--- src/hw/fir_types_pkg.sv ---
////////////////////
// Data path widths and sample types shared by the FIR core, the round/clip
// stage and the testbench model. Import where a sample or coefficient is used.
////////////////////

package fir_types_pkg;

  ////////////////////
  // Widths
  ////////////////////

  // One I or Q lane of a stream word
  localparam int SAMPLE_W = 16;

  // One filter tap as written over the settings bus
  localparam int COEFF_W = 16;

  // Full precision of one sample times one tap
  localparam int PROD_W = SAMPLE_W + COEFF_W;

  ////////////////////
  // Types
  ////////////////////

  // Two's complement lane value, I in word bits 31:16, Q in 15:0
  typedef logic signed [SAMPLE_W-1:0] sample_t;

  // Real tap value, applied to both lanes alike
  typedef logic signed [COEFF_W-1:0] coeff_t;

  // Limits of a lane after rounding, used for saturation
  localparam int SAMPLE_MAX = 2 ** (SAMPLE_W - 1) - 1;
  localparam int SAMPLE_MIN = -(2 ** (SAMPLE_W - 1));

  // Lane positions inside a 32-bit stream word
  localparam int LANE_I_LSB = SAMPLE_W;
  localparam int LANE_Q_LSB = 0;

endpackage : fir_types_pkg

--- src/hw/round_clip_complex.sv ---
////////////////////
// Rounds both accumulator lanes to nearest, half up, then saturates
// to sample range and packs I/Q into one registered stream word.
////////////////////

module round_clip_complex #(
  parameter int WIDTH_IN  = 36,
  parameter int DROP_BITS = 15
) (
  input  logic                       i_ce_clk,
  input  logic                       i_rst_n,
  input  logic signed [WIDTH_IN-1:0] i_acc_i,
  input  logic signed [WIDTH_IN-1:0] i_acc_q,
  input  logic                       i_last,
  input  logic                       i_valid,
  output logic                       o_ready,
  output logic [31:0]                o_data,
  output logic                       o_last,
  output logic                       o_valid,
  input  logic                       i_ready
);

  import fir_types_pkg::*;

  // One extra bit so the rounding add cannot wrap
  localparam logic signed [WIDTH_IN:0] HALF_LSB = (WIDTH_IN + 1)'(1) << (DROP_BITS - 1);
  localparam logic signed [WIDTH_IN:0] MAX_OUT  = SAMPLE_MAX;
  localparam logic signed [WIDTH_IN:0] MIN_OUT  = SAMPLE_MIN;

  logic advance;

  function automatic sample_t rnd_clip(input logic signed [WIDTH_IN-1:0] acc);
    logic signed [WIDTH_IN:0] biased;
    logic signed [WIDTH_IN:0] shifted;
    biased  = {acc[WIDTH_IN-1], acc} + HALF_LSB;
    shifted = biased >>> DROP_BITS;
    if (shifted > MAX_OUT) begin
      return sample_t'(SAMPLE_MAX);
    end else if (shifted < MIN_OUT) begin
      return sample_t'(SAMPLE_MIN);
    end
    return sample_t'(shifted[SAMPLE_W-1:0]);
  endfunction

  assign advance = !o_valid || i_ready;
  assign o_ready = advance;

  ////////////////////
  // Output register
  ////////////////////

  always_ff @(posedge i_ce_clk) begin
    if (advance) begin
      o_data <= {rnd_clip(i_acc_i), rnd_clip(i_acc_q)};
      o_last <= i_last;
    end
  end

  always_ff @(posedge i_ce_clk or negedge i_rst_n) begin
    if (!i_rst_n) begin
      o_valid <= 1'b0;
    end else if (advance) begin
      o_valid <= i_valid;
    end
  end

endmodule : round_clip_complex

--- config.mk ---
export PLATFORM = sky130hd
export DESIGN_NAME = round_clip_complex
export DESIGN_NICKNAME = d
export VERILOG_FILES = /design/src/hw/fir_types_pkg.sv /design/src/hw/round_clip_complex.sv
export SDC_FILE = /design/constraint.sdc
export NUM_CORES = 1
export LEC_CHECK = 0
export BUFFER_PORTS_ARGS = -buffer_cell sky130_fd_sc_hd__buf_2
export CELL_PAD_IN_SITES_DETAIL_PLACEMENT = 0
export CELL_PAD_IN_SITES_GLOBAL_PLACEMENT = 1
export CORE_MARGIN = 1.5
export CORE_UTILIZATION = 31
export CTS_BUF_LIST = sky130_fd_sc_hd__clkbuf_8
export DETAILED_ROUTE_END_ITERATION = 8
export GPL_ROUTABILITY_DRIVEN = 0
export MAX_ROUTING_LAYER = met4
export PLACE_DENSITY_LB_ADDON = 0.1
export SLEW_MARGIN = 20
export SYNTH_ARGS = -nofsm -noshare
export SYNTH_HDL_FRONTEND = slang
export SYNTH_SLANG_ARGS = --single-unit
--- constraint.sdc ---
create_clock -name i_ce_clk -period 1.55 [get_ports i_ce_clk]
set_input_delay 0.155 -clock i_ce_clk [delete_from_list [all_inputs] [get_ports i_ce_clk]]
set_output_delay 0.155 -clock i_ce_clk [all_outputs]
set_load 0.03 [all_outputs]
==> impl_results.md <==
- Drt via density: 4.82
- I/O Pins: 112
- Post-synth top area cell: edfxtp_1
- Mux share of post-synthesis cell area: 0.952%
- Starting density of the core: 32.5%
- Worst slew pin tran: 0.384 ns
- Met3 Use GR: 2.73%
- Row count: 30
- Via count: 2358
- Fill cells: 595
- Detail Route Antenna Nets: 0
- Post-Synth XOR/XNOR Area: 11.4%
- Fin Hold WS: 0.0425 ns
- Achievable frequency: 604 MHz
- Synth Flop Type: edfxtp_1
- Slew Limit Headroom: 74.1%
- Tcrit/Tclk final: 107%
- Hold Path Class: in2reg
- IO buf count: 83
- Combinational family with the most area after synthesis: simple AND/OR/NAND/NOR gates
- Synth Area in Simple Gates: 20.7%
- Synth Area in Adders: 1.12%
- Setup ws final: -0.106 ns
- Layout cells sized above 1: 61.6%
- Crit path capture type: register
- Die area: 7720 um^2
- Mean Syn Cell Area: 10.2 um^2
- Share of the synthesized area in the top cell type: 44.4%
- Sequential area share after synthesis: 45.5%
- Setup TNS: -2.16 ns
- Final hold viol count: 0
- Vias in the first global route: 2286
- Most used routing layer: met2
- Overall power: 2.76 mW
- CTS Root Cell: clkbuf_8
- Hpwl dp: 4.85 mm
- Max Slew Vio Count: 0
- Final min period: 1.66 ns
- Maximum vdd ir drop: 289 uV
- Synth Area in Compound Gates: 17.7%
- Power Internal: 1.95 mW
- Diode count: 0
- Fin nets: 472
- Clock skew: 0.00327 ns
- Met2 usage: 31.3%
- Mapped Area: 2230 um^2
- Net Switching: 0.817 mW
- Syn Nets: 299
- Failing checks: setup timing
- Crit Path Max Fanout: 10
- Pre-antenna DRT Iters: 4
- Crit start category: input port
- DRC marker count from the first detailed-route iteration: 68
- Global-route wire length before repair: 10.4 mm
- Sink Count: 34
- Register area: 1020 um^2
- GRT Util Overall: 17.8%
- Post-synth top cells: 33 x edfxtp_1, 23 x a21oi_1, 16 x nand2_1, 16 x xor2_1
- Worst-Skew Late Latency: 0.28 ns
- CTS Buf Count: 5
- Die Y: 87.9 um
- Lkg Pwr: 1.61 nW
- Net Sw Frac: 29.6%
- Area of the multi-input gates: 1450 um^2
- WL per Instance: 13.3 um
- Cell with the most instances after synthesis: edfxtp_1
- Core Box Area: 6870 um^2
- Synth area leaders: edfxtp_1 44%, xor2_1 6.3%, a21oi_1 5.2%, xnor2_1 5.1%, a21oi_2 3.9%
- Post-synth EDFFs: 33
- RSZ-0062 raised after global routing: yes
- Total grt overflow: 0
- Worst-path clk slew: 0.07 ns
- Clock share of power: 28.4%
- Die W: 87.9 um
- Synthesis-stage register bit count: 34
- Routed Wire Length: 6.52 mm
- Post-synth ARST share: 2.94%
- Post-Syn Instances: 220
- Area Overhead vs Synth: 78.8%
- Power Dens Cells: 692 nW/um^2
- Worst EP arrival: 1.80 ns
- Critical Path RT: 1.69 ns
- Reg power frac: 40.7%
- Max Cap Viol: 0
- Yosys warns: 0
- Drt drc: 0
- Combinational cell fraction of total power: 30.9%
- Initial antenna violation count: 0
- Count of cell types in the netlist: 48
- Clk buf depth: 2
- Setup violations, final: 30
- Critical path class: in2reg
- CTS tree: built
- Largest net degree at the start of global routing: 24
- Met1 usage: 19.7%
- Status: complete, but fails checks
- Htree depth: 2
power groups by stage:
stage          Sequential (mW)  Combinational [mW]  Clock [mW]
4_1_cts                   1.13               0.842       0.806
3_5_place_dp              1.15               0.749           0
3_3_place_gp              1.15               0.750           0
6_report                  1.12               0.855       0.783
2_1_floorplan             1.31               0.237           0
5_1_grt                   1.13               0.918       0.833
registers in the layout, indices dropped and copies added (netlist names):
| signal | cells |
|---|---|
| o_data | 32 |
| o_valid | 1 |
| o_last | 1 |
cell families (layout without fill, tap and decap cells):
| group | after synthesis | in the layout |
|---|---|---|
| and+or+nand+nor | 84 | 84 |
| AOI/OAI and AO/OA | 58 | 58 |
| DFF | 34 | 34 |
| xor gates and xnor gates | 29 | 29 |
| buffers and inverters | 11 | 184 |
| adders and majority gates | 2 | 2 |
| muxes | 2 | 2 |
worst max-delay path, stage by stage:
cell       delay, ns
buf_8           0.08
nand3_4         0.07
or4_4           0.58
o31a_1          0.38
a21oi_2         0.17
a2bb2oi_4       0.08
buf_8           0.16
a21oi_2         0.11
placed cells by master, fill, tap and decap left out, drive strengths merged, types with 2 or more instances in the layout:
| cell | count |
|---|---|
| a21o | 2 |
| a21oi | 33 |
| a41o | 2 |
| and2 | 4 |
| and3 | 3 |
| and4 | 3 |
| buf | 171 |
| clkbuf | 6 |
| edfxtp | 33 |
| ha | 2 |
| inv | 4 |
| nand2 | 16 |
| nand2b | 2 |
| nand3 | 14 |
| nand4 | 13 |
| nor2 | 11 |
| nor3 | 6 |
| nor4 | 6 |
| o21ai | 7 |
| o31a | 4 |
| or4 | 2 |
| xnor2 | 13 |
| xor2 | 16 |
metal layers:
layer / share of wire (%) / wire length (um)
met1: 41 / 2650
met2: 52 / 3380
met3: 4.8 / 316
met4: 2.6 / 170
met5: 0 / 0
stage by stage:
step	cells	setup slack (ns)	utilization [%]	area [um^2]
finish	489	-0.106	58.1	3990
global route	489	-0.173	58.1	3990
floorplan	220	-0.287	-	2390
CTS	487	-0.118	56.6	3890
detailed placement	466	-0.599	50.1	3440
global placement	466	-0.577	50.1	3440
cell type report:
class	instances	share of cell area, %
clock buffers	5	1.72
clock inverters	2	0.846
inverters	4	0.376
multi-input cells	175	36.3
flip-flops and latches	34	25.4
well taps	96	3.01
repair buffers	173	32.3
worst paths after layout:
| path | slack (ns) | end | depth (start not counted) | from |
|---|---|---|---|---|
| hold reg to reg | 0.77 | o_valid | 3 | o_valid |
| hold / removal | 0.04 | o_last | 1 | i_last |
| min in group asynchronous | 0.16 | o_valid | 2 | i_rst_n |
| setup reg to reg | 0.48 | o_data[18] | 2 | o_valid |
| setup / recovery | -0.11 | o_data[6] | 8 | i_acc_q[20] |
| max in group asynchronous | 1.31 | o_valid | 2 | i_rst_n |
timing repair:
action                                 4_1_cts  5_1_grt
pin swaps                                   10       10
gates resized for setup                     47       21
setup endpoints to repair                   30       30
hold buffers                                 1        0
gates cloned                                 1        0
setup buffers                               12        3
endpoints found under the hold margin        1        0
(Power assumes the default switching activity.)
