**src/hw/fir_types_pkg.sv**
```systemverilog
////////////////////
// Data path widths and sample types shared by the FIR core, the round/clip
// stage and the testbench model. Import where a sample or coefficient is used.
////////////////////

package fir_types_pkg;

  ////////////////////
  // Widths
  ////////////////////

  // One I or Q lane of a stream word
  localparam int SAMPLE_W = 16;

  // One filter tap as written over the settings bus
  localparam int COEFF_W = 16;

  // Full precision of one sample times one tap
  localparam int PROD_W = SAMPLE_W + COEFF_W;

  ////////////////////
  // Types
  ////////////////////

  // Two's complement lane value, I in word bits 31:16, Q in 15:0
  typedef logic signed [SAMPLE_W-1:0] sample_t;

  // Real tap value, applied to both lanes alike
  typedef logic signed [COEFF_W-1:0] coeff_t;

  // Limits of a lane after rounding, used for saturation
  localparam int SAMPLE_MAX = 2 ** (SAMPLE_W - 1) - 1;
  localparam int SAMPLE_MIN = -(2 ** (SAMPLE_W - 1));

  // Lane positions inside a 32-bit stream word
  localparam int LANE_I_LSB = SAMPLE_W;
  localparam int LANE_Q_LSB = 0;

endpackage : fir_types_pkg

```
**src/hw/fir_regs_pkg.sv**
```systemverilog
////////////////////
// Settings bus register map and readback encodings for the FIR block.
// Shared by the settings decoder and the testbench.
////////////////////

package fir_regs_pkg;

  // Settings register addresses, one write per strobe
  typedef enum logic [7:0] {
    SR_COEFF_LOAD = 8'd129,  // push one tap into the shadow set
    SR_COEFF_LAST = 8'd130,  // push one tap and commit the shadow set
    SR_READBACK   = 8'd255   // choose the word shown on the readback port
  } set_addr_e;

  // Readback select, taken from the low bits of an SR_READBACK write
  typedef enum logic [2:0] {
    RB_NUM_TAPS     = 3'd0,
    RB_RELOAD_COUNT = 3'd1
  } rb_sel_e;

  // Returned for any select that has no register behind it
  localparam logic [63:0] RB_BAD_VALUE = 64'h0BAD_C0DE_0BAD_C0DE;

  // Bits of the reload word counter
  localparam int RELOAD_CNT_W = 16;

endpackage : fir_regs_pkg

```
**src/hw/fir_settings.sv**
```systemverilog
////////////////////
// Settings bus decoder. Collects coefficient reloads into a shadow set,
// commits them on the last word and drives the selected readback word.
////////////////////

module fir_settings #(
  parameter int NUM_TAPS = 8
) (
  input  logic                                 i_ce_clk,
  input  logic                                 i_rst_n,
  input  logic                                 i_set_stb,
  input  logic [7:0]                           i_set_addr,
  input  logic [31:0]                          i_set_data,
  output fir_types_pkg::coeff_t [NUM_TAPS-1:0] o_coeffs,
  output logic [63:0]                          o_rb_data
);

  import fir_types_pkg::*;
  import fir_regs_pkg::*;

  logic                       coeff_wr;
  logic                       coeff_commit;
  logic                       rb_wr;
  coeff_t [NUM_TAPS-1:0]      shadow;
  coeff_t [NUM_TAPS-1:0]      shadow_next;
  logic [RELOAD_CNT_W-1:0]    word_cnt;
  logic [RELOAD_CNT_W-1:0]    reload_cnt;
  rb_sel_e                    rb_sel;

  ////////////////////
  // Address decode
  ////////////////////

  assign coeff_commit = i_set_stb && (i_set_addr == SR_COEFF_LAST);
  assign coeff_wr     = coeff_commit || (i_set_stb && (i_set_addr == SR_COEFF_LOAD));
  assign rb_wr        = i_set_stb && (i_set_addr == SR_READBACK);

  // New word enters at the top, so the first of NUM_TAPS writes ends in tap 0
  assign shadow_next = {coeff_t'(i_set_data[COEFF_W-1:0]), shadow[NUM_TAPS-1:1]};

  ////////////////////
  // Coefficient sets
  ////////////////////

  always_ff @(posedge i_ce_clk or negedge i_rst_n) begin
    if (!i_rst_n) begin
      shadow   <= '0;
      o_coeffs <= '0;
    end else if (coeff_wr) begin
      shadow <= shadow_next;
      // Active set takes the word written in this same cycle
      if (coeff_commit) begin
        o_coeffs <= shadow_next;
      end
    end
  end

  // Words per sequence, latched on commit for readback
  always_ff @(posedge i_ce_clk or negedge i_rst_n) begin
    if (!i_rst_n) begin
      word_cnt   <= '0;
      reload_cnt <= '0;
    end else if (coeff_commit) begin
      word_cnt   <= '0;
      reload_cnt <= word_cnt + 1'b1;
    end else if (coeff_wr) begin
      word_cnt <= word_cnt + 1'b1;
    end
  end

  ////////////////////
  // Readback
  ////////////////////

  always_ff @(posedge i_ce_clk or negedge i_rst_n) begin
    if (!i_rst_n) begin
      rb_sel <= RB_NUM_TAPS;
    end else if (rb_wr) begin
      // Unlisted selects are kept so they read back the filler
      rb_sel <= rb_sel_e'(i_set_data[2:0]);
    end
  end

  always_comb begin
    case (rb_sel)
      RB_NUM_TAPS:     o_rb_data = 64'(NUM_TAPS);
      RB_RELOAD_COUNT: o_rb_data = 64'(reload_cnt);
      default:         o_rb_data = RB_BAD_VALUE;
    endcase
  end

endmodule : fir_settings

```
**config.mk**
```make
export PLATFORM = sky130hd
export DESIGN_NAME = fir_settings
export DESIGN_NICKNAME = d
export VERILOG_FILES = /design/src/hw/fir_types_pkg.sv /design/src/hw/fir_regs_pkg.sv /design/src/hw/fir_settings.sv
export SDC_FILE = /design/constraint.sdc
export NUM_CORES = 1
export LEC_CHECK = 0
export ABC_AREA = 1
export BUFFER_PORTS_ARGS = -buffer_cell sky130_fd_sc_hd__buf_4
export CAP_MARGIN = 15
export CORE_ASPECT_RATIO = 1.2
export CORE_MARGIN = 2
export CORE_UTILIZATION = 40
export CTS_CLUSTER_DIAMETER = 30
export DETAILED_ROUTE_END_ITERATION = 16
export PLACE_DENSITY_LB_ADDON = 0.1
export SKIP_LAST_GASP = 1
export SYNTH_ARGS = -nofsm -noshare
export SYNTH_HDL_FRONTEND = slang
export SYNTH_SLANG_ARGS = --single-unit
```
**constraint.sdc**
```tcl
create_clock -name i_ce_clk -period 2.25 [get_ports i_ce_clk]
set_clock_uncertainty 0.15 [all_clocks]
set_input_delay 0.1125 -clock i_ce_clk [delete_from_list [all_inputs] [get_ports i_ce_clk]]
set_output_delay 0.1125 -clock i_ce_clk [all_outputs]
set_load 0.01 [all_outputs]
```
==> summary.md <==
| Metric | Value |
|---|---|
| Period minus WS final | 2.118 ns |
| FP Rows | 68 |
| Vias in the first global route | 9076 |
| Top routing layer in use | met5 |
| Clock Latency Late Sink | 0.55 ns |
| Leakage power figure | 8.661 nW |
| Share of post-route cells with drive strength above 1 | 0.2036 |
| Area Overhead vs Synth | 32.71% |
| Ys Warns | 0 |
| Worst setup EP type | output pin |
| Max Slew Vio Count | 0 |
| Total CTS buffers | 57 |
| Delay-heaviest family, CP | simple AND/OR/NAND/NOR gates |
| Synth Instances | 1348 |
| DR WL/cell | 14.82 um |
| Synth Cell Area | 0.01150 mm^2 |
| Total I/O pin count | 235 |
| Die area | 0.03012 mm^2 |
| Pre-antenna DRT Iters | 5 |
| Critical Path AT | 1.86 ns |
| Crit Path Class | reg2out |
| CTS tree | done |
| CTS Root Cell | clkbuf_16 |
| Setup Viol. Count Final | 0 |
| Outcome | completed |
| Average cell area after synthesis | 8.530 um^2 |
| Critical path peak fanout | 9 |
| Die X | 158.8 um |
| Routed vias/inst | 4.663 |
| Met3 wire length | 1.664 mm |
| Peak VDD IR | 526.6 uV |
| Met2 routed WL | 13.93 mm |
| Clk slew on worst S/H paths | 0.05 ns |
| Grt total ovfl | 0 |
| Initial antenna violation count | 1 |
| Routed Antenna Nets | 0 |
| Final #Nets | 1595 |
| Htree depth | 2 |
| RSZ-0062 raised after global routing | false |
| Crit path cell chain | nor2_2 -> inv_1 -> nor2_1 -> inv_2 -> or2_2 -> buf_4 |
| Final Cycle Share | 0.9412 |
| Routability cong. | 0.8329 |
| Total of max-cap violations | 0 |
| Bufs and invs on worst path | 3 |
| Hold Path Class | in2reg |
| Global Route Usage Sum | 0.1964 |
| Final wirelength | 29.35 mm |
| Placed instance area | 0.01307 mm^2 |
| Largest net degree at the start of global routing | 167 |
| Hold_ws | 0.04726 ns |
| Tot Pwr | 13.67 mW |
| Setup crit start kind | flip-flop |
| Pwr/cell area | 895.9 mW/mm^2 |
| ANT cells | 0 |
| Input/output buffers | 194 |
| Data required time at the worst endpoint | 1.99 ns |
| Max Buffers Root-to-Sink | 3 |
| Register bit total from synthesis | 275 |
| Post-route cell area | 0.01526 mm^2 |
| Met1 wire length | 13.01 mm |
| DP HPWL | 17.83 mm |
| Register area share after synthesis | 0.5985 |
| CORE AREA | 0.02850 mm^2 |
| Fin. Hold Viols | 0 |
| Via count | 9237 |
| Fmax | 472.2 MHz |
| Clock sink total | 275 |
| Relative slew slack | 0.4722 |
| CP max stage cell | dfrtp_1 |
| Top-area cell type share of the netlist area | 0.5985 |
| Initial Util | 0.4034 |
| Area leader, netlist | dfrtp_1 |
| First-pass GRT wire length | 48.38 mm |
| Synth cell types | 25 |
| Top post-synthesis cells by area | dfrtp_1 60%, nand2_1 23%, nand3_1 6.4% |
| Placed insts | 1849 |
| Die Y | 189.7 um |
| Setup total negative slack | 0 ns |
| Worst Tran Pin Value | 0.7917 ns |
| Fin cells | 1981 |
| # DRC | 0 |
| Drt initial violations | 601 |
| Worst path max stage delay | 0.39 ns |
## timing repair
item | in CTS | in global routing
buffers inserted | 0 | 0
resized for setup | 0 | 1
hold buffers | 28 | 0
hold endpoints to repair | 310 | 0
setup endpoints to repair | 0 | 1
## worst reg2reg max path, cell delays in order, from the launching register on
cell	delay (ns)
dfrtp_1	0.39
ha_1	0.23
nand3_1	0.15
nor2_1	0.22
nand3_1	0.10
nand2_1	0.07
nand2_1	0.08
nand2_1	0.06
nand2_1	0.05
## worst paths after layout
check | startpoint | to | slack (ns) | cells past startpoint
setup / recovery | rb_sel[1] | o_rb_data[3] | 0.13 | 6
hold / removal | i_set_addr[1] | word_cnt[11] | 0.05 | 7
setup reg to reg | word_cnt[1] | word_cnt[14] | 0.64 | 8
hold reg to reg | o_coeffs[122] | o_coeffs[122] | 0.32 | 2
max in group asynchronous | i_rst_n | shadow[114] | 0.76 | 4
min in group asynchronous | i_rst_n | shadow[41] | 0.47 | 3
## area by class of cell
class	instances	area (um^2)
sequential	275	6882
multi-input combinational	942	3846
clock inverter	32	335.3
fill	2706	13240
timing repair buffer	241	2022
inverter	34	130.1
clock buffer	72	1563
tap	385	481.7
## cells by family after synthesis
group	share of synthesized area
xor gates and xnor gates	0.004570
DFF	0.5985
adders and majority gates	0.001088
buffers and inverters	0.07628
and+or+nand+nor	0.3127
AOI/OAI and AO/OA	0.006529
other	0.0003261
## through the flow
step	setup slack (ns)	util
2_1_floorplan	0.3910	-
3_3_place_gp	0.4789	0.4585
3_5_place_dp	0.4661	0.4585
4_1_cts	0.03883	0.5353
5_1_grt	0.002221	0.5354
6_report	0.1323	0.5354
## layout by cell type (no fill, tap or decap)
master,count
nor2_4,2
o21bai_1,2
or2_0,2
dlygate4sd3_1,27
inv_4,1
clkbuf_1,7
nand2_4,1
nand4_1,5
ha_1,1
clkinv_2,11
nor2_1,24
inv_6,3
buf_4,202
clkbuf_16,57
or2_2,1
dfrtp_1,275
inv_2,5
nand3_1,147
clkbuf_8,8
conb_1,24
clkinv_4,5
inv_1,28
buf_12,11
nor2_2,3
nor3_1,1
clkinvlp_4,8
bufinv_16,5
xnor2_1,2
nand2_1,710
o21ai_0,12
nand3_4,1
xor2_1,4
buf_8,1
## synth_stat cells, drive strengths merged
cell type,instances
buf,105
clkbuf,15
conb,1
dfrtp,275
ha,1
inv,34
nand2,711
nand3,148
nand4,5
nor2,29
nor3,1
o21ai,12
o21bai,2
or2,3
xnor2,2
xor2,4
## layer usage
layer | global-route usage | vias up
li1 | - | 4532
met1 | 0.2612 | 4422
met2 | 0.3166 | 232
met3 | 0.04600 | 49
met4 | 0.07022 | 2
met5 | 0 | -
## where the power goes
| group | leakage (nW) | switching (mW) | total (mW) | internal (mW) |
|---|---|---|---|---|
| clock network | 0.917 | 2.68 | 8.14 | 5.46 |
| logic | 3.92 | 0.272 | 0.471 | 0.199 |
| registers | 3.82 | 0.0464 | 5.06 | 5.01 |
| total | 8.66 | 3.00 | 13.7 | 10.7 |
## state kept, by name, summed over array words and instances, names as in the netlist
register and flops:
reload_cnt 16, shadow 112, o_coeffs 128, rb_sel 3, word_cnt 16
(Power assumes the default switching activity.)
